==> src/source/s4_pkg.sv <==
// Stage 4 shared definitions
`default_nettype none

package s4_pkg;

  // ------------------------------------------------------------
  // Datapath widths
  // ------------------------------------------------------------

  // Pre-carry word, byte in 7..0 and carry into earlier bytes at 8
  localparam int word_width = 16;
  localparam int byte_width = 8;
  localparam int carry_bit  = 8;

  // Coder state handed over with a flush
  localparam int low_width = 24;
  localparam int cnt_width = 5;

  // Length of a held 0xFF run, longer runs get flagged
  localparam int run_width = 8;

  // ------------------------------------------------------------
  // Buffering
  // ------------------------------------------------------------

  localparam int in_fifo_depth  = 4;
  localparam int out_fifo_depth = 8;

  // ------------------------------------------------------------
  // APB register map
  // ------------------------------------------------------------

  localparam int apb_addr_width = 4;
  localparam int apb_data_width = 32;

  // Enable in bit 0, self-clearing clear in bit 1
  localparam logic [apb_addr_width-1:0] reg_ctrl        = 4'h0;
  // Done in bit 0, run overflow in bit 1, both sticky
  localparam logic [apb_addr_width-1:0] reg_status      = 4'h4;
  localparam logic [apb_addr_width-1:0] reg_byte_count  = 4'h8;
  localparam logic [apb_addr_width-1:0] reg_carry_count = 4'hC;

  // ------------------------------------------------------------
  // Chunk of pre-carry words
  // ------------------------------------------------------------

  // Count holds 0 to 2 valid words, word_1 goes first
  // Last is set only on the chunk built from a flush
  typedef struct packed {
    logic [1:0]            count;
    logic [word_width-1:0] word_1;
    logic [word_width-1:0] word_2;
    logic                  last;
  } s4_chunk_t;

endpackage

`default_nettype wire

==> src/source/s4_fifo.sv <==
// Generic synchronous FIFO
`default_nettype none

module s4_fifo #(
  parameter type payload_t = logic [7:0],
  parameter int  depth     = 4
) (
  input  wire           s4_clk,
  input  wire           rst_n,
  input  wire           wr_en,
  input  wire payload_t wr_data,
  input  wire           rd_en,
  output payload_t      rd_data,
  output logic          full,
  output logic          empty
);

  localparam int ptr_width = (depth > 1) ? $clog2(depth) : 1;

  // Storage
  payload_t mem [depth];

  logic [ptr_width-1:0] wr_ptr;
  logic [ptr_width-1:0] rd_ptr;
  // Occupancy needs one bit more than the pointers
  logic [ptr_width:0]   level;
  logic                 do_wr;
  logic                 do_rd;

  // Writes into a full FIFO and reads from an empty one are dropped
  assign do_wr = wr_en && !full;
  assign do_rd = rd_en && !empty;

  assign full  = (level == (ptr_width+1)'(depth));
  assign empty = (level == '0);

  // Head of the queue is always visible
  assign rd_data = mem[rd_ptr];

  always_ff @(posedge s4_clk) begin
    if (do_wr) begin
      mem[wr_ptr] <= wr_data;
    end
  end

  // ------------------------------------------------------------
  // Pointers and occupancy
  // ------------------------------------------------------------
  always_ff @(posedge s4_clk or negedge rst_n) begin
    if (!rst_n) begin
      wr_ptr <= '0;
      rd_ptr <= '0;
      level  <= '0;
    end else begin
      if (do_wr) begin
        wr_ptr <= (wr_ptr == ptr_width'(depth - 1)) ? '0 : wr_ptr + 1'b1;
      end
      if (do_rd) begin
        rd_ptr <= (rd_ptr == ptr_width'(depth - 1)) ? '0 : rd_ptr + 1'b1;
      end
      // Simultaneous push and pop leaves the level alone
      if (do_wr && !do_rd) begin
        level <= level + 1'b1;
      end else if (do_rd && !do_wr) begin
        level <= level - 1'b1;
      end
    end
  end

endmodule

`default_nettype wire

==> src/source/final_bits_generator.sv <==
// Final bits of a flushed stream
`default_nettype none

module final_bits_generator (
  input  wire [s4_pkg::low_width-1:0] low,
  input  wire [s4_pkg::cnt_width-1:0] cnt,
  output s4_pkg::s4_chunk_t           chunk
);

  // Top nine bits of low, the ninth one lands on the carry position
  logic [s4_pkg::carry_bit:0]    top_bits;
  // Next byte below, never has a carry
  logic [s4_pkg::byte_width-1:0] next_bits;

  assign top_bits  = low[s4_pkg::low_width-1 -: s4_pkg::carry_bit + 1];
  assign next_bits = low[s4_pkg::low_width-s4_pkg::carry_bit-2 -: s4_pkg::byte_width];

  always_comb begin
    chunk      = '0;
    chunk.last = 1'b1;
    // Low 23..15 into bits 8..0
    chunk.word_1 = {{(s4_pkg::word_width-s4_pkg::carry_bit-1){1'b0}}, top_bits};
    // Up to eight pending bits fit into one byte
    if (cnt <= s4_pkg::cnt_width'(8)) begin
      chunk.count = 2'd1;
    end else begin
      // Second byte from low 14..7
      chunk.count  = 2'd2;
      chunk.word_2 = {{(s4_pkg::word_width-s4_pkg::byte_width){1'b0}}, next_bits};
    end
  end

endmodule

`default_nettype wire

==> src/source/carry_resolver.sv <==
// Carry resolver with pending byte and 0xFF run
`default_nettype none

module carry_resolver (
  input  wire                            s4_clk,
  input  wire                            rst_n,
  input  wire s4_pkg::s4_chunk_t         chunk,
  input  wire                            chunk_empty,
  input  wire                            out_full,
  input  wire                            clear,
  output logic                           chunk_pop,
  output logic                           byte_push,
  output logic [s4_pkg::byte_width-1:0]  byte_data,
  output logic                           byte_last,
  output logic                           carry_applied,
  output logic                           stream_done,
  output logic                           run_overflow,
  output logic                           busy
);

  // Walk words, then emit pending byte, then the run
  typedef enum logic [1:0] {
    st_word,
    st_pend,
    st_run
  } state_t;

  state_t                        state;
  // Words of the head chunk walked so far, 0 to 2
  logic [1:0]                    word_idx;
  logic                          has_pend;
  logic [s4_pkg::byte_width-1:0] pend_byte;
  logic [s4_pkg::run_width-1:0]  run_cnt;
  logic                          ovf_seen;

  // Snapshot of the held sequence being released
  logic [s4_pkg::byte_width-1:0] rel_byte;
  logic [s4_pkg::byte_width-1:0] rel_fill;
  logic [s4_pkg::run_width-1:0]  rel_left;
  logic                          rel_last;

  logic [s4_pkg::word_width-1:0] word;
  logic [s4_pkg::byte_width-1:0] new_byte;
  logic                          new_carry;
  logic                          word_valid;
  logic                          carry_rel;
  logic                          rel_go;
  logic                          grow;
  logic                          finish;

  // ------------------------------------------------------------
  // Word decode
  // ------------------------------------------------------------
  always_comb begin
    word      = word_idx[0] ? chunk.word_2 : chunk.word_1;
    new_byte  = word[s4_pkg::byte_width-1:0];
    new_carry = word[s4_pkg::carry_bit];

    // A word of the head chunk is still to be walked
    word_valid = (state == st_word) && !chunk_empty && (word_idx < chunk.count);
    // Flush chunk fully walked so whatever is held goes out
    finish = (state == st_word) && !chunk_empty && chunk.last &&
             (word_idx >= chunk.count);

    // A carry with nothing pending is dropped
    carry_rel = word_valid && new_carry && has_pend;
    // Carry or a settling byte frees the held sequence
    rel_go = word_valid && has_pend && (new_carry || new_byte != 8'hFF);
    // Plain 0xFF behind a pending byte extends the run
    grow   = word_valid && has_pend && !rel_go;

    // Pop on the last word or once a flush chunk is finished
    chunk_pop = finish ||
                ((state == st_word) && !chunk_empty && !chunk.last &&
                 (word_idx + 2'd1 >= chunk.count));
  end

  // ------------------------------------------------------------
  // Release side
  // ------------------------------------------------------------
  always_comb begin
    byte_push = (state != st_word) && !out_full;
    byte_data = (state == st_pend) ? rel_byte : rel_fill;
    // Final byte of the stream when the release ends here
    byte_last = rel_last &&
                (((state == st_pend) && (rel_left == '0)) ||
                 ((state == st_run) && (rel_left == s4_pkg::run_width'(1))));
  end

  assign carry_applied = carry_rel;
  // Flush with nothing pending ends without any byte
  assign stream_done   = (byte_push && byte_last) || (finish && !has_pend);
  assign run_overflow  = grow && (run_cnt == '1) && !ovf_seen;
  assign busy          = rel_last || (!chunk_empty && chunk.last);

  // ------------------------------------------------------------
  // Control state
  // ------------------------------------------------------------
  always_ff @(posedge s4_clk or negedge rst_n) begin
    if (!rst_n) begin
      state    <= st_word;
      word_idx <= 2'd0;
      has_pend <= 1'b0;
      run_cnt  <= '0;
      rel_left <= '0;
      rel_last <= 1'b0;
      ovf_seen <= 1'b0;
    end else begin
      if (chunk_pop) begin
        word_idx <= 2'd0;
      end else if (word_valid) begin
        word_idx <= word_idx + 2'd1;
      end

      if (grow) begin
        // Run saturates and the overflow flag reports it
        if (run_cnt != '1) begin
          run_cnt <= run_cnt + 1'b1;
        end
      end else if (word_valid) begin
        has_pend <= 1'b1;
        run_cnt  <= '0;
      end

      if (rel_go) begin
        rel_left <= run_cnt;
        rel_last <= 1'b0;
        state    <= st_pend;
      end else if (finish) begin
        has_pend <= 1'b0;
        run_cnt  <= '0;
        if (has_pend) begin
          rel_left <= run_cnt;
          rel_last <= 1'b1;
          state    <= st_pend;
        end
      end else if (byte_push) begin
        if (state == st_pend) begin
          state <= (rel_left == '0) ? st_word : st_run;
        end else begin
          rel_left <= rel_left - 1'b1;
          if (rel_left == s4_pkg::run_width'(1)) begin
            state <= st_word;
          end
        end
        if (byte_last) begin
          rel_last <= 1'b0;
        end
      end

      // One overflow pulse per stream until cleared
      if (clear || finish) begin
        ovf_seen <= 1'b0;
      end else if (run_overflow) begin
        ovf_seen <= 1'b1;
      end
    end
  end

  // Byte payloads
  always_ff @(posedge s4_clk) begin
    if (word_valid && !grow) begin
      pend_byte <= new_byte;
    end
    if (rel_go) begin
      rel_byte <= carry_rel ? pend_byte + 1'b1 : pend_byte;
      // Carry turns the whole run into zeros
      rel_fill <= carry_rel ? 8'h00 : 8'hFF;
    end else if (finish) begin
      rel_byte <= pend_byte;
      rel_fill <= 8'hFF;
    end
  end

endmodule

`default_nettype wire

==> src/source/s4_apb_regs.sv <==
// Stage 4 APB registers
`default_nettype none

module s4_apb_regs (
  input  wire                                s4_clk,
  input  wire                                rst_n,
  input  wire                                psel,
  input  wire                                penable,
  input  wire                                pwrite,
  input  wire [s4_pkg::apb_addr_width-1:0]   paddr,
  input  wire [s4_pkg::apb_data_width-1:0]   pwdata,
  input  wire                                byte_written,
  input  wire                                carry_applied,
  input  wire                                stream_done,
  input  wire                                run_overflow,
  output logic [s4_pkg::apb_data_width-1:0]  prdata,
  output logic                               pready,
  output logic                               pslverr,
  output logic                               enable,
  output logic                               clear
);

  logic                              access;
  logic                              mapped;
  logic                              ctrl_wr;
  logic                              done_flag;
  logic                              ovf_flag;
  logic [s4_pkg::apb_data_width-1:0] byte_count;
  logic [s4_pkg::apb_data_width-1:0] carry_count;

  // ------------------------------------------------------------
  // Decode
  // ------------------------------------------------------------
  assign access = psel && penable;
  assign mapped = (paddr == s4_pkg::reg_ctrl) || (paddr == s4_pkg::reg_status) ||
                  (paddr == s4_pkg::reg_byte_count) || (paddr == s4_pkg::reg_carry_count);
  // Status and counters are read only
  assign ctrl_wr = access && pwrite && (paddr == s4_pkg::reg_ctrl);

  // No wait states
  assign pready  = 1'b1;
  assign pslverr = access && !mapped;

  // Read data in the access cycle, clear bit always reads 0
  always_comb begin
    prdata = '0;
    case (paddr)
      s4_pkg::reg_ctrl:        prdata[0] = enable;
      s4_pkg::reg_status:      prdata[1:0] = {ovf_flag, done_flag};
      s4_pkg::reg_byte_count:  prdata = byte_count;
      s4_pkg::reg_carry_count: prdata = carry_count;
      default:                 prdata = '0;
    endcase
  end

  // ------------------------------------------------------------
  // Control
  // ------------------------------------------------------------
  always_ff @(posedge s4_clk or negedge rst_n) begin
    if (!rst_n) begin
      enable <= 1'b0;
      clear  <= 1'b0;
    end else begin
      if (ctrl_wr) begin
        enable <= pwdata[0];
      end
      // Single cycle pulse
      clear <= ctrl_wr && pwdata[1];
    end
  end

  // ------------------------------------------------------------
  // Status and counters
  // ------------------------------------------------------------
  always_ff @(posedge s4_clk or negedge rst_n) begin
    if (!rst_n) begin
      done_flag   <= 1'b0;
      ovf_flag    <= 1'b0;
      byte_count  <= '0;
      carry_count <= '0;
    end else if (clear) begin
      done_flag   <= 1'b0;
      ovf_flag    <= 1'b0;
      byte_count  <= '0;
      carry_count <= '0;
    end else begin
      // Sticky until the next clear
      done_flag <= done_flag || stream_done;
      ovf_flag  <= ovf_flag || run_overflow;
      // Counters wrap at 32 bits
      if (byte_written) begin
        byte_count <= byte_count + 1'b1;
      end
      if (carry_applied) begin
        carry_count <= carry_count + 1'b1;
      end
    end
  end

endmodule

`default_nettype wire

==> src/source/stage_4.sv <==
// Stage 4 carry propagation top level
`default_nettype none

module stage_4 (
  input  wire                                s4_clk,
  input  wire                                rst_n,
  // Arrival of pre-carry words
  input  wire                                in_valid,
  output logic                               in_ready,
  input  wire [1:0]                          in_flag,
  input  wire [s4_pkg::word_width-1:0]       in_word_1,
  input  wire [s4_pkg::word_width-1:0]       in_word_2,
  // Flush of the coder state
  input  wire                                flush,
  input  wire [s4_pkg::low_width-1:0]        flush_low,
  input  wire [s4_pkg::cnt_width-1:0]        flush_cnt,
  // Finished bytes
  output logic                               out_valid,
  output logic [s4_pkg::byte_width-1:0]      out_byte,
  output logic                               out_last,
  input  wire                                out_ready,
  // APB
  input  wire                                psel,
  input  wire                                penable,
  input  wire                                pwrite,
  input  wire [s4_pkg::apb_addr_width-1:0]   paddr,
  input  wire [s4_pkg::apb_data_width-1:0]   pwdata,
  output logic [s4_pkg::apb_data_width-1:0]  prdata,
  output logic                               pready,
  output logic                               pslverr
);

  s4_pkg::s4_chunk_t             gen_chunk;
  s4_pkg::s4_chunk_t             mux_chunk;
  s4_pkg::s4_chunk_t             head_chunk;
  logic                          in_wr;
  logic                          in_full;
  logic                          in_empty;
  logic                          chunk_pop;
  logic                          flush_hold;

  logic                          byte_push;
  logic [s4_pkg::byte_width-1:0] byte_data;
  logic                          byte_last;
  logic [s4_pkg::byte_width:0]   out_head;
  logic                          out_full;
  logic                          out_empty;

  logic                          carry_applied;
  logic                          stream_done;
  logic                          run_overflow;
  logic                          busy;
  logic                          enable;
  logic                          clear;

  // ------------------------------------------------------------
  // Input mux and acceptance
  // ------------------------------------------------------------

  // Flush wins over an arrival chunk in the same cycle
  always_comb begin
    if (flush) begin
      mux_chunk = gen_chunk;
    end else begin
      mux_chunk.count  = in_flag;
      mux_chunk.word_1 = in_word_1;
      mux_chunk.word_2 = in_word_2;
      mux_chunk.last   = 1'b0;
    end
  end

  // Closed from an accepted flush until its last byte is queued
  assign in_ready = enable && !in_full && !flush_hold && !busy;
  assign in_wr    = in_ready && (flush || in_valid);

  always_ff @(posedge s4_clk or negedge rst_n) begin
    if (!rst_n) begin
      flush_hold <= 1'b0;
    end else if (in_wr && flush) begin
      flush_hold <= 1'b1;
    end else if (stream_done) begin
      flush_hold <= 1'b0;
    end
  end

  // Byte and its last marker leave together
  assign out_valid = !out_empty;
  assign out_byte  = out_head[s4_pkg::byte_width-1:0];
  // Stale marker of an empty FIFO stays hidden
  assign out_last  = out_head[s4_pkg::byte_width] && !out_empty;

  // ------------------------------------------------------------
  // Instances
  // ------------------------------------------------------------
  final_bits_generator i_final_bits (
    .low   (flush_low),
    .cnt   (flush_cnt),
    .chunk (gen_chunk)
  );

  s4_fifo #(
    .payload_t (s4_pkg::s4_chunk_t),
    .depth     (s4_pkg::in_fifo_depth)
  ) i_in_fifo (
    .s4_clk  (s4_clk),
    .rst_n   (rst_n),
    .wr_en   (in_wr),
    .wr_data (mux_chunk),
    .rd_en   (chunk_pop),
    .rd_data (head_chunk),
    .full    (in_full),
    .empty   (in_empty)
  );

  carry_resolver i_resolver (
    .s4_clk        (s4_clk),
    .rst_n         (rst_n),
    .chunk         (head_chunk),
    .chunk_empty   (in_empty),
    .out_full      (out_full),
    .clear         (clear),
    .chunk_pop     (chunk_pop),
    .byte_push     (byte_push),
    .byte_data     (byte_data),
    .byte_last     (byte_last),
    .carry_applied (carry_applied),
    .stream_done   (stream_done),
    .run_overflow  (run_overflow),
    .busy          (busy)
  );

  s4_fifo #(
    .payload_t (logic [s4_pkg::byte_width:0]),
    .depth     (s4_pkg::out_fifo_depth)
  ) i_out_fifo (
    .s4_clk  (s4_clk),
    .rst_n   (rst_n),
    .wr_en   (byte_push),
    .wr_data ({byte_last, byte_data}),
    .rd_en   (out_valid && out_ready),
    .rd_data (out_head),
    .full    (out_full),
    .empty   (out_empty)
  );

  s4_apb_regs i_regs (
    .s4_clk        (s4_clk),
    .rst_n         (rst_n),
    .psel          (psel),
    .penable       (penable),
    .pwrite        (pwrite),
    .paddr         (paddr),
    .pwdata        (pwdata),
    .byte_written  (byte_push),
    .carry_applied (carry_applied),
    .stream_done   (stream_done),
    .run_overflow  (run_overflow),
    .prdata        (prdata),
    .pready        (pready),
    .pslverr       (pslverr),
    .enable        (enable),
    .clear         (clear)
  );

endmodule

`default_nettype wire

==> config.mk <==
export PLATFORM = sky130hd
export DESIGN_NAME = stage_4
export DESIGN_NICKNAME = d
export VERILOG_FILES = /design/src/source/s4_pkg.sv /design/src/source/s4_fifo.sv /design/src/source/final_bits_generator.sv /design/src/source/carry_resolver.sv /design/src/source/s4_apb_regs.sv /design/src/source/stage_4.sv
export SDC_FILE = /design/constraint.sdc
export NUM_CORES = 1
export LEC_CHECK = 0
export BUFFER_PORTS_ARGS = -buffer_cell sky130_fd_sc_hd__buf_2
export CAP_MARGIN = 25
export CELL_PAD_IN_SITES_DETAIL_PLACEMENT = 1
export CELL_PAD_IN_SITES_GLOBAL_PLACEMENT = 2
export CORE_MARGIN = 1
export CORE_UTILIZATION = 44
export CTS_CLUSTER_DIAMETER = 100
export DETAILED_ROUTE_END_ITERATION = 10
export PLACE_DENSITY = 0.95
export REMOVE_ABC_BUFFERS = 1
export SYNTH_ARGS = -nofsm -noshare
export SYNTH_HDL_FRONTEND = slang
export SYNTH_SLANG_ARGS = --single-unit
==> constraint.sdc <==
create_clock -name s4_clk -period 6.61 [get_ports s4_clk]
set_input_delay 0.3305 -clock s4_clk [delete_from_list [all_inputs] [get_ports s4_clk]]
set_output_delay 0.3305 -clock s4_clk [all_outputs]
set_load 0.1 [all_outputs]
# == Word-level counts from Yosys, hierarchy flattened ==
# Memory sizes are Yosys's and may differ from the RTL's.
# Index checks and enable logic that the tools add are counted.
# word_totals
register_bits,133
ram_bits,212
in_bits,107
n_memories,2
wordCells,213
output_inout_bits,45
# mem_list
memory,depth,width,read_ports,rd_clocked_by_memory_dff,write_ports,line,source
i_in_fifo.mem,4,35,1,0,1,s4_fifo.sv:21,payload_t mem [depth];
i_out_fifo.mem,8,9,1,0,1,s4_fifo.sv:21,
# classes
muxes,64
addsub,14
magnitude_cmp,4
eq_ne,17
n_reduce_logical,89
# op_table
operator,n
$mux 8,18
$mux 32,4
$add 32x1->32 const B,2
$pmux 30 s2,1
$logic_and 1x1->1,41
$mux 35,1
$mux 2,12
$mux 1,19
$reduce_bool 2->1,9
$add 8x1->8 const B,2
$logic_not 1->1,16
$ne 8x8->1 const B,2
$eq 4x4->1 const B,3
$logic_or 1x1->1,12
$mux 3,4
$add 3x1->3 const B,3
$eq 3x3->1 const B,3
$mux 9,1
$reduce_and 3->1,3
$eq 8x1->1 const B,1
$eq 8x8->1 const B,1
$logic_not 4->1,2
$logic_not 8->1,1
$mux 4,2
18 further kinds,25

# == Longest topological paths before layout ==
# Gate-level depths: netlist of run 1.
# depth
depth_word,12
ltp_mapped,15

# == Hierarchy ==
# A second synthesis of run 1 with hierarchy kept.
# hier_totals
hier_cells,1140
area_unflattened_um2,16128.0
# by_module_without_submodules
module,seq_area_each_um2,instances,area_each_um2,cells_per_inst
s4_fifo (i_in_fifo),4379.2,1,5492.8,220
s4_apb_regs,1701.6,1,3827.4,413
s4_fifo (i_out_fifo),2412.3,1,3397.0,169
carry_resolver,1086.0,1,2473.6,249
stage_4,25.0,1,646.9,50
final_bits_generator,0.0,1,290.3,39

# == Worst setup path before layout of run 1 ==
# Ideal clock, no wire load.
# synth_timing
kind,register -> register
startpoint,register i_in_fifo.rd_ptr[0]
endpoint,register i_in_fifo.level[2]
required_time_ns,6.531
path_stages_with_launch,11
t_arrival_ns,3.223
path_buffers,0
period_less_slack_ns,3.302
setup_slack_ns,3.308
path_cell_list,dfrtp_1 mux4_2 o21ai_0 and3_1 o21a_1 ha_1 inv_1 fa_1 xor2_1 nor2_1 xor2_1
# synth_via
elab_chain_cells,10
# synth_lines
element,line,source
from (decl),s4_fifo.sv:24,logic [ptr_width-1:0] rd_ptr;
from (signal assigned),s4_fifo.sv:59,rd_ptr <= (rd_ptr == ptr_width'(depth - 1)) ? '0 : rd_ptr + 1'b1;
$mem_v2 4x35 (*),n/a,
$logic_and 1x1->1 (*),carry_resolver.sv:94,assign busy = rel_last || (!chunk_empty && chunk.last);
$logic_or 1x1->1 (*),carry_resolver.sv:94,
$logic_not 1->1 (*),stage_4.sv:73,assign in_ready = enable && !in_full && !flush_hold && !busy;
$logic_and 1x1->1 (*),stage_4.sv:73,
named net in_ready,stage_4.sv:9,"output logic in_ready,"
$logic_and 1x1->1 (*),stage_4.sv:74,assign in_wr = in_ready && (flush || in_valid);
$logic_and 1x1->1 (*),s4_fifo.sv:31,assign do_wr = wr_en && !full;
named net i_in_fifo.do_wr,s4_fifo.sv:27,logic do_wr;
$logic_not 1->1,s4_fifo.sv:64,end else if (do_rd && !do_wr) begin
$logic_and 1x1->1,s4_fifo.sv:64,
$reduce_bool 2->1 (no line),n/a,
to (signal assigned),s4_fifo.sv:63,level <= level + 1'b1;
to (signal assigned),s4_fifo.sv:65,level <= level - 1'b1;
to (decl),s4_fifo.sv:26,logic [ptr_width:0] level;
# Mark *: on every way through the listed nets, which the timed path passes. The rest lies on a longest branch.
# A chain may end at the register's enable or synchronous reset.

# == Worst setup path in the final report of run 1 ==
# layout_timing
startpoint,register i_in_fifo.rd_ptr[0]
endpoint,register i_in_fifo.level[1]
# layout_via
elab_chain_cells,10
# layout_lines
element
$mem_v2 4x35 (*)
"parallel branches: the longest is 9 deep, another holds $ge 2x2->1"
# Mark *: on every way between the ends.

==> metrics.md, run 1 <==
| Metric | Value |
|---|---|
| Via/cell ratio | 5.64 |
| Mapped Cells | 1001 |
| Largest net degree at the start of global routing | 73 |
| Layout area overhead | 14.7% |
| RSZ-0062 raised after global routing | false |
| Main synth FF type | edfxtp_1 |
| Post-synthesis sequential area ratio | 60.2% |
| Max_cap viols | 0 |
| Worst-path clk slew | 0.06 ns |
| WP data arrival | 4.19 ns |
| Placed Instance Area | 14100 sq um |
| Async set-reset flop share out of synthesis | 38.7% |
| GPL Wtd Cong | 0.777 |
| Pwr Total | 6.47 mW |
| Area occupied by registers | 7920 sq um |
| CTS tree | done |
| Antenna Violating Nets Remaining | 0 |
| Reg2reg path depth | 10 |
| Initial DRC count | 451 |
| Hold path depth | 2 |
| CP Launch Type | register |
| Post-Route Skew | 0.00929 ns |
| Hold Startpoint | pwdata[0] |
| Cell Int Power | 4.04 mW |
| Worst slew pin tran | 1.05 ns |
| Final WS setup | 2.85 ns |
| Critical Path RT | 7.05 ns |
| Internal reg-to-reg setup slack | 2.85 ns |
| Final wirelength | 30700 um |
| CTS Buf Count | 29 |
| Post-synth top area cell | edfxtp_1 |
| Worst Hold Class | in2reg |
| DRC viols | 0 |
| Leak | 5.98 nW |
| CTS sink count | 282 |
| Post-synth EDFFs | 173 |
| Post-layout min period | 3.76 ns |
| # rows | 62 |
| Initial antenna violation count | 0 |
| Worst-case clock buffer depth | 3 |
| Die Span Y | 175 um |
| Ports | 152 |
| Final net count | 1241 |
| Net Sw Power | 2.43 mW |
| Synth warnings | 0 |
| Post-synthesis cell area | 13200 sq um |
| Clk_lat worst skew | 0.55 ns |
| First-pass GRT wire length | 49700 um |
| Initial Utilization | 45.2% |
| Avg WL per Cell | 20.3 um |
| Via count | 8517 |
| GRT Total Usage | 20.6% |
| Final Hold Viols | 0 |
| Fin Setup TNS | 0 ns |
| GR Overflow Total | 0 |
| Post-route cell area | 15100 sq um |
| CP Class | reg2reg |
| Layout cells sized above 1 | 21.5% |
| Post-detail-place hpwl | 20800 um |
| Syn avg cell area | 13.1 sq um |
| Synth Register Bits | 282 |
| Setup WS pre-CTS | 2.85 ns |
| Yosys top cell area share | 39.5% |
| Synth cell types | 69 |
| Max_slew headroom | 29.9% |
| Inserted Diodes | 0 |
| Crit path capture type | register |
| Core box area | 29100 sq um |
| DRT Pass-1 Iters | 6 |
| Number of global-route vias before repair | 9170 |
| Die Width | 175 um |
| Clock Tree Root | clkbuf_16 |
| Slew Limit Fails | 0 |
| Max frequency | 266 MHz |
| Sequential Power Share | 40.2% |
| R2R Path End | i_in_fifo.level[1] |
| CP max FO | 22 |
| Synth top area cells | edfxtp_1 (39%), dfrtp_1 (21%), mux4_2 (6.5%), a22o_1 (2.6%), xor2_1 (2.5%) |
| Port bufs | 99 |
| Power Density | 428 nW/um^2 |
| Postcts setup bufs | 0 |
| Comb pwr share | 35.8% |
| H-tree Lvls | 1 |
| # setup viols final | 0 |
| Status | completed |
| Switch share | 37.5% |
| Die area | 30600 sq um |
| Filler cell count | 2952 |
| Clk pwr share | 24.0% |
| Reg2reg start | i_in_fifo.rd_ptr[0] |
| Worst hold endpoint | i_regs.enable |
| Area occupied by multi-input gates | 4930 sq um |
| Peak VDD IR | 0.206 mV |
| Tcrit/Tclk final | 56.8% |
## power groups by stage
| stage | registers [mW] | clock network (mW) | logic, mW |
|---|---|---|---|
| after floorplan | 2.59 | 0 | 1.72 |
| after global placement | 2.62 | 0 | 2.18 |
| after detailed placement | 2.63 | 0 | 2.31 |
| after CTS | 2.60 | 1.57 | 2.33 |
| after global routing | 2.64 | 1.63 | 2.53 |
| final | 2.60 | 1.55 | 2.31 |
## layout make-up
class	count	area share (%)
well taps	384	3.18
clock buffers	37	5.00
repair buffers	119	5.10
inverters	33	0.820
multi-input cells	643	32.7
clock inverters	13	0.762
flip-flops and latches	282	52.5
## synth_stat cells (2+ instances only)
cell type,n
o21ai_1,2
nand4b_1,2
and3_1,15
nor4b_1,2
clkbuf_1,28
nor3b_1,3
a21boi_0,2
xor2_1,38
clkinv_1,2
a21o_1,14
nand2b_4,2
and2_1,13
o22ai_1,7
buf_2,5
nand2_1,81
nand3_1,39
nor3_2,4
dfrtp_1,109
edfxtp_1,173
nor2b_1,4
a22oi_1,3
mux4_2,38
inv_1,30
fa_1,2
buf_4,4
mux4_1,2
mux2i_1,10
and4_1,6
xnor2_1,25
nand4_1,22
mux2_2,25
nand2b_1,4
nor2_1,86
buf_6,4
buf_1,2
nor3_1,12
nor4_1,4
ha_1,24
o21ai_0,29
a22o_1,39
a21oi_1,40
or3_1,18
## metrics by stage
step	utilization (%)	hold WS, ns	cells
after floorplan	-	0.0349	958
after global placement	48.3	0.333	1452
after detailed placement	48.4	0.329	1454
after CTS	51.4	0.00603	1505
after global routing	51.9	0.0173	1511
final	51.9	0.0124	1511
## worst max-delay path: stages (launching register included)
cell and delay (ns):
dfrtp_1 0.33, buf_4 0.34, mux4_2 0.59, ha_1 0.29, a21boi_0 0.29, o2111a_1 0.56, nor2_1 0.21, ha_1 0.27
inv_1 0.08, fa_1 0.40, mux2_2 0.26
## sequential cells by signal, indices dropped and copies added, names as in the netlist, 2 cells and up
| name | cells |
|---|---|
| i_in_fifo.wr_ptr | 2 |
| i_out_fifo.level | 4 |
| i_resolver.word_idx | 2 |
| i_resolver.rel_byte | 8 |
| i_in_fifo.rd_ptr | 2 |
| i_resolver.run_cnt | 8 |
| i_out_fifo.wr_ptr | 3 |
| i_resolver.state | 2 |
| i_regs.byte_count | 32 |
| i_regs.carry_count | 32 |
| i_resolver.pend_byte | 8 |
| i_in_fifo.level | 3 |
| i_out_fifo.mem | 72 |
| i_in_fifo.mem | 84 |
| i_out_fifo.rd_ptr | 3 |
| i_resolver.rel_left | 8 |
## worst max-delay path by stage
stage                             start                endpoint  slack [ns]  cells after the start
floorplan           i_in_fifo.rd_ptr[0]      i_in_fifo.level[2]        2.69                     10
finish              i_in_fifo.rd_ptr[0]      i_in_fifo.level[1]        2.85                     10
detailed placement  i_in_fifo.rd_ptr[0]  i_regs.carry_count[31]        2.85                     12
global route        i_in_fifo.rd_ptr[0]  i_regs.carry_count[31]        2.51                     12
CTS                 i_in_fifo.rd_ptr[0]  i_regs.carry_count[31]        2.81                     12
global placement    i_in_fifo.rd_ptr[1]  i_regs.carry_count[31]        2.68                     11
## logic make-up after synthesis
family / Yosys count / share of synthesized area, %
XOR/XNOR: 63 / 4.19
AO/OA/AOI/OAI: 150 / 7.83
buffers and inverters: 76 / 2.56
AND/OR/NAND/NOR: 328 / 12.8
adder cells (fa/ha/maj): 26 / 2.59
flip-flops: 282 / 60.2
other: 1 / 0.0285
multiplexers: 75 / 9.80
## per-layer routing
layer	vias up	track usage (%)	part of all wire [%]
li1	3931	-	-
met1	4365	26.0	43
met2	178	36.9	52
met3	43	2.61	3.4
met4	0	5.98	2.0
met5	-	0	0
## timing repair
item / in CTS / in global routing
hold endpoints to repair: 37 / 0
hold buffers: 1 / 0
setup endpoints to repair: 0 / 0
resized for setup: 0 / 0
## cell usage in the layout, fill, tap and decap left out, types with 8 or more instances in the layout
cell type and count:
clkbuf_1 8, a21o_1 14, nand4_1 22, mux2i_1 10
and2_1 13, ha_1 24, clkbuf_16 29, buf_2 98
and3_1 15, clkinv_1 8, nand2_1 81, or3_1 18
a22o_1 39, edfxtp_1 173, o21ai_0 29, a21oi_1 40
dfrtp_1 108, nand3_1 39, nor2_1 85, inv_1 30
buf_4 12, mux2_2 25, mux4_2 38, xnor2_1 25
nor3_1 11, xor2_1 38
Note: power is estimated with default switching activity, not from simulation.
==> inputs of run 2 (changes only) <==
--- a/config.mk
+++ b/config.mk
@@ -10,10 +10,10 @@
 export CELL_PAD_IN_SITES_DETAIL_PLACEMENT = 1
 export CELL_PAD_IN_SITES_GLOBAL_PLACEMENT = 2
 export CORE_MARGIN = 1
-export CORE_UTILIZATION = 44
+export CORE_UTILIZATION = 41
 export CTS_CLUSTER_DIAMETER = 100
 export DETAILED_ROUTE_END_ITERATION = 10
-export PLACE_DENSITY = 0.95
+export PLACE_DENSITY = 0.91
 export REMOVE_ABC_BUFFERS = 1
 export SYNTH_ARGS = -nofsm -noshare
 export SYNTH_HDL_FRONTEND = slang
==> constraint.sdc (replaced) <==
create_clock -name s4_clk -period 3.49 [get_ports s4_clk]
set_input_delay 0.1745 -clock s4_clk [delete_from_list [all_inputs] [get_ports s4_clk]]
set_output_delay 0.1745 -clock s4_clk [all_outputs]
set_load 0.1 [all_outputs]
==> metrics.md, run 2 (synthesized netlist as in run 1, its figures left out) <==
| Metric | Value |
|---|---|
| CP Launch Type | register |
| Crit path capture type | register |
| Die area | 32800 sq um (+7.2%) |
| Post-layout min period | 3.19 ns (-0.571 ns) |
| Post-detail-place hpwl | 20200 um (-2.6%) |
| Hold Startpoint | paddr[0] |
| Placed Instance Area | 14200 sq um (+0.89%) |
| Avg WL per Cell | 19.4 um (-4.7%) |
| Worst-case clock buffer depth | 3 (unchanged) |
| DRC viols | 0 (unchanged) |
| Clock Tree Root | clkbuf_16 |
| Via/cell ratio | 5.50 (-2.4%) |
| Critical Path RT | 3.92 ns (-3.13 ns) |
| Inserted Diodes | 0 (unchanged) |
| Port bufs | 99 (unchanged) |
| Post-Route Skew | 0.0252 ns (+0.0160 ns) |
| CTS sink count | 282 (unchanged) |
| Max_slew headroom | 36.7% (+6.8 points) |
| Post-route cell area | 15400 sq um (+1.8%) |
| CTS Buf Count | 34 (+17%) |
| R2R Path End | i_regs.carry_count[21] |
| Largest register FFs | 84 (unchanged) |
| Number of global-route vias before repair | 9259 (+0.97%) |
| Top reg by flops | i_in_fifo.mem |
| Slew Limit Fails | 0 (unchanged) |
| Worst-path clk slew | 0.06 ns (about the same) |
| Max frequency | 314 MHz (+18%) |
| Reg2reg path depth | 9 (-1) |
| Worst Hold Class | in2reg |
| Worst hold endpoint | i_regs.clear |
| Via count | 8574 (+0.67%) |
| GR Overflow Total | 0 (unchanged) |
| H-tree Lvls | 2 (+1) |
| CTS tree | done |
| Leak | 6.15 nW (+2.8%) |
| GPL Wtd Cong | 0.766 (-1.4%) |
| Hold path depth | 3 (+1) |
| CP Class | reg2reg |
| Largest net degree at the start of global routing | 83 (+14%) |
| Initial antenna violation count | 0 (unchanged) |
| Final wirelength | 30200 um (-1.8%) |
| Ports | 152 (unchanged) |
| Peak VDD IR | 0.498 mV (+140%) |
| Pwr Total | 12.8 mW (+98%) |
| Initial Utilization | 41.7% (-3.5 points) |
| Non-filler instance count after layout | 1558 (+3.1%) |
| Clk_lat worst skew | 0.52 ns (-0.03 ns) |
| Filler cell count | 3264 (+11%) |
| Reg2reg start | i_in_fifo.rd_ptr[0] |
| Most frequent cells in the layout | edfxtp_1 (173), dfrtp_1 (108), buf_2 (98) |
| DRT Pass-1 Iters | 4 (-2) |
| Status | completed |
| GRT Total Usage | 19.0% (-1.6 points) |
| Die Width | 181 um (+3.6%) |
| Final net count | 1264 (+1.9%) |
| Initial DRC count | 407 (-9.8%) |
| # rows | 65 (+4.8%) |
| Final core occ | 48.7% (-3.2 points) |
| Largest registers | i_in_fifo.mem x84, i_out_fifo.mem x72 |
| Die Span Y | 181 um (+3.6%) |
| WP data arrival | 3.61 ns (-0.58 ns) |
| Internal reg-to-reg setup slack | 0.30 ns (-2.55 ns) |
| Core box area | 31600 sq um (+8.5%) |
| CP max FO | 17 (-23%) |
| Layout cells sized above 1 | 22.9% (+1.5 points) |
| Final Hold Viols | 0 (unchanged) |
| First-pass GRT wire length | 49800 um (+0.32%) |
| Final WS setup | 0.304 ns (-2.55 ns) |
| Fin Setup TNS | 0 ns (unchanged) |
| WHS | 0.0146 ns (+0.00223 ns) |
| RSZ-0062 raised after global routing | false |
| Power Density | 832 nW/um^2 (+94%) |
| Max_cap viols | 0 (unchanged) |
| Area occupied by multi-input gates | 4920 sq um (-0.25%) |
| Worst slew pin tran | 0.943 ns (-0.105 ns) |
| Tcrit/Tclk final | 91.3% (+34 points) |
| # setup viols final | 0 (unchanged) |
| Commonest non-fill, non-tap cell in the layout | edfxtp_1 |
| Area occupied by registers | 7920 sq um (unchanged) |
| Dpl cells | 1488 (+2.3%) |
| Layout area overhead | 16.8% |
| Antenna Violating Nets Remaining | 0 (unchanged) |
| Setup WS pre-CTS | 0.256 ns (-2.59 ns) |
run 2: cell types whose count changed in the layout (fill, tap and decap cells not counted), moves of 3 or more:
cell,delta
dlygate4sd3_1,+8
clkbuf_1,-3
buf_4,+17
clkinv_2,+5
clkbuf_16,+5
buf_16,-5
run 2: area by class of cell:
type | instances | share of cell area, %
flip-flops and latches | 282 | 51.5
clock buffers | 41 | 5.83
clock inverters | 20 | 1.24
well taps | 402 | 3.27
inverters | 33 | 0.806
multi-input cells | 643 | 32.0
repair buffers | 137 | 5.32
run 2: worst max-delay path by stage:
| stage | from | to | slack, ns | depth (start not counted) |
|---|---|---|---|---|
| final | i_in_fifo.rd_ptr[0] | i_regs.carry_count[21] | 0.30 | 9 |
| after detailed placement | i_in_fifo.rd_ptr[0] | i_in_fifo.level[2] | 0.26 | 12 |
| after global placement | i_in_fifo.rd_ptr[0] | i_in_fifo.level[2] | 0.33 | 12 |
| after CTS | i_in_fifo.rd_ptr[0] | i_in_fifo.level[2] | 0.23 | 12 |
| after floorplan | i_in_fifo.rd_ptr[0] | i_in_fifo.level[2] | -0.43 | 10 |
| after global routing | i_in_fifo.rd_ptr[0] | i_regs.carry_count[31] | 0.0008 | 10 |
run 2: layer usage:
layer  GRT usage [%]  part of all wire [%]  up-vias  routed length (um)
li1                -                     -     3985                   -
met1            24.3                    43     4387               13000
met2            33.5                    51      162               15500
met3            2.68                   3.4       40                1030
met4            5.42                   1.9        0                 578
met5               0                     0        -                   0
run 2: power breakdown:
group          switching, mW  leakage (nW)  internal, mW
Clock                   1.36         0.541          2.06
Sequential             0.470          3.01          4.39
Combinational           2.86          2.59          1.64
run 2: worst max-delay path: stages (launching register included):
cell and delay, ns:
dfrtp_1 0.46, mux4_2 0.53, inv_1 0.10, ha_1 0.24, nand2b_1 0.09, nand4b_1 0.19
nor3_4 0.36, nand4_2 0.48, or3_1 0.49, a21oi_1 0.15
run 2: what timing repair did:
item,CTS,global route
hold endpoints to repair,41,0
resized for setup,0,1
hold buffers,9,0
setup endpoints to repair,0,1
buffers inserted,0,0
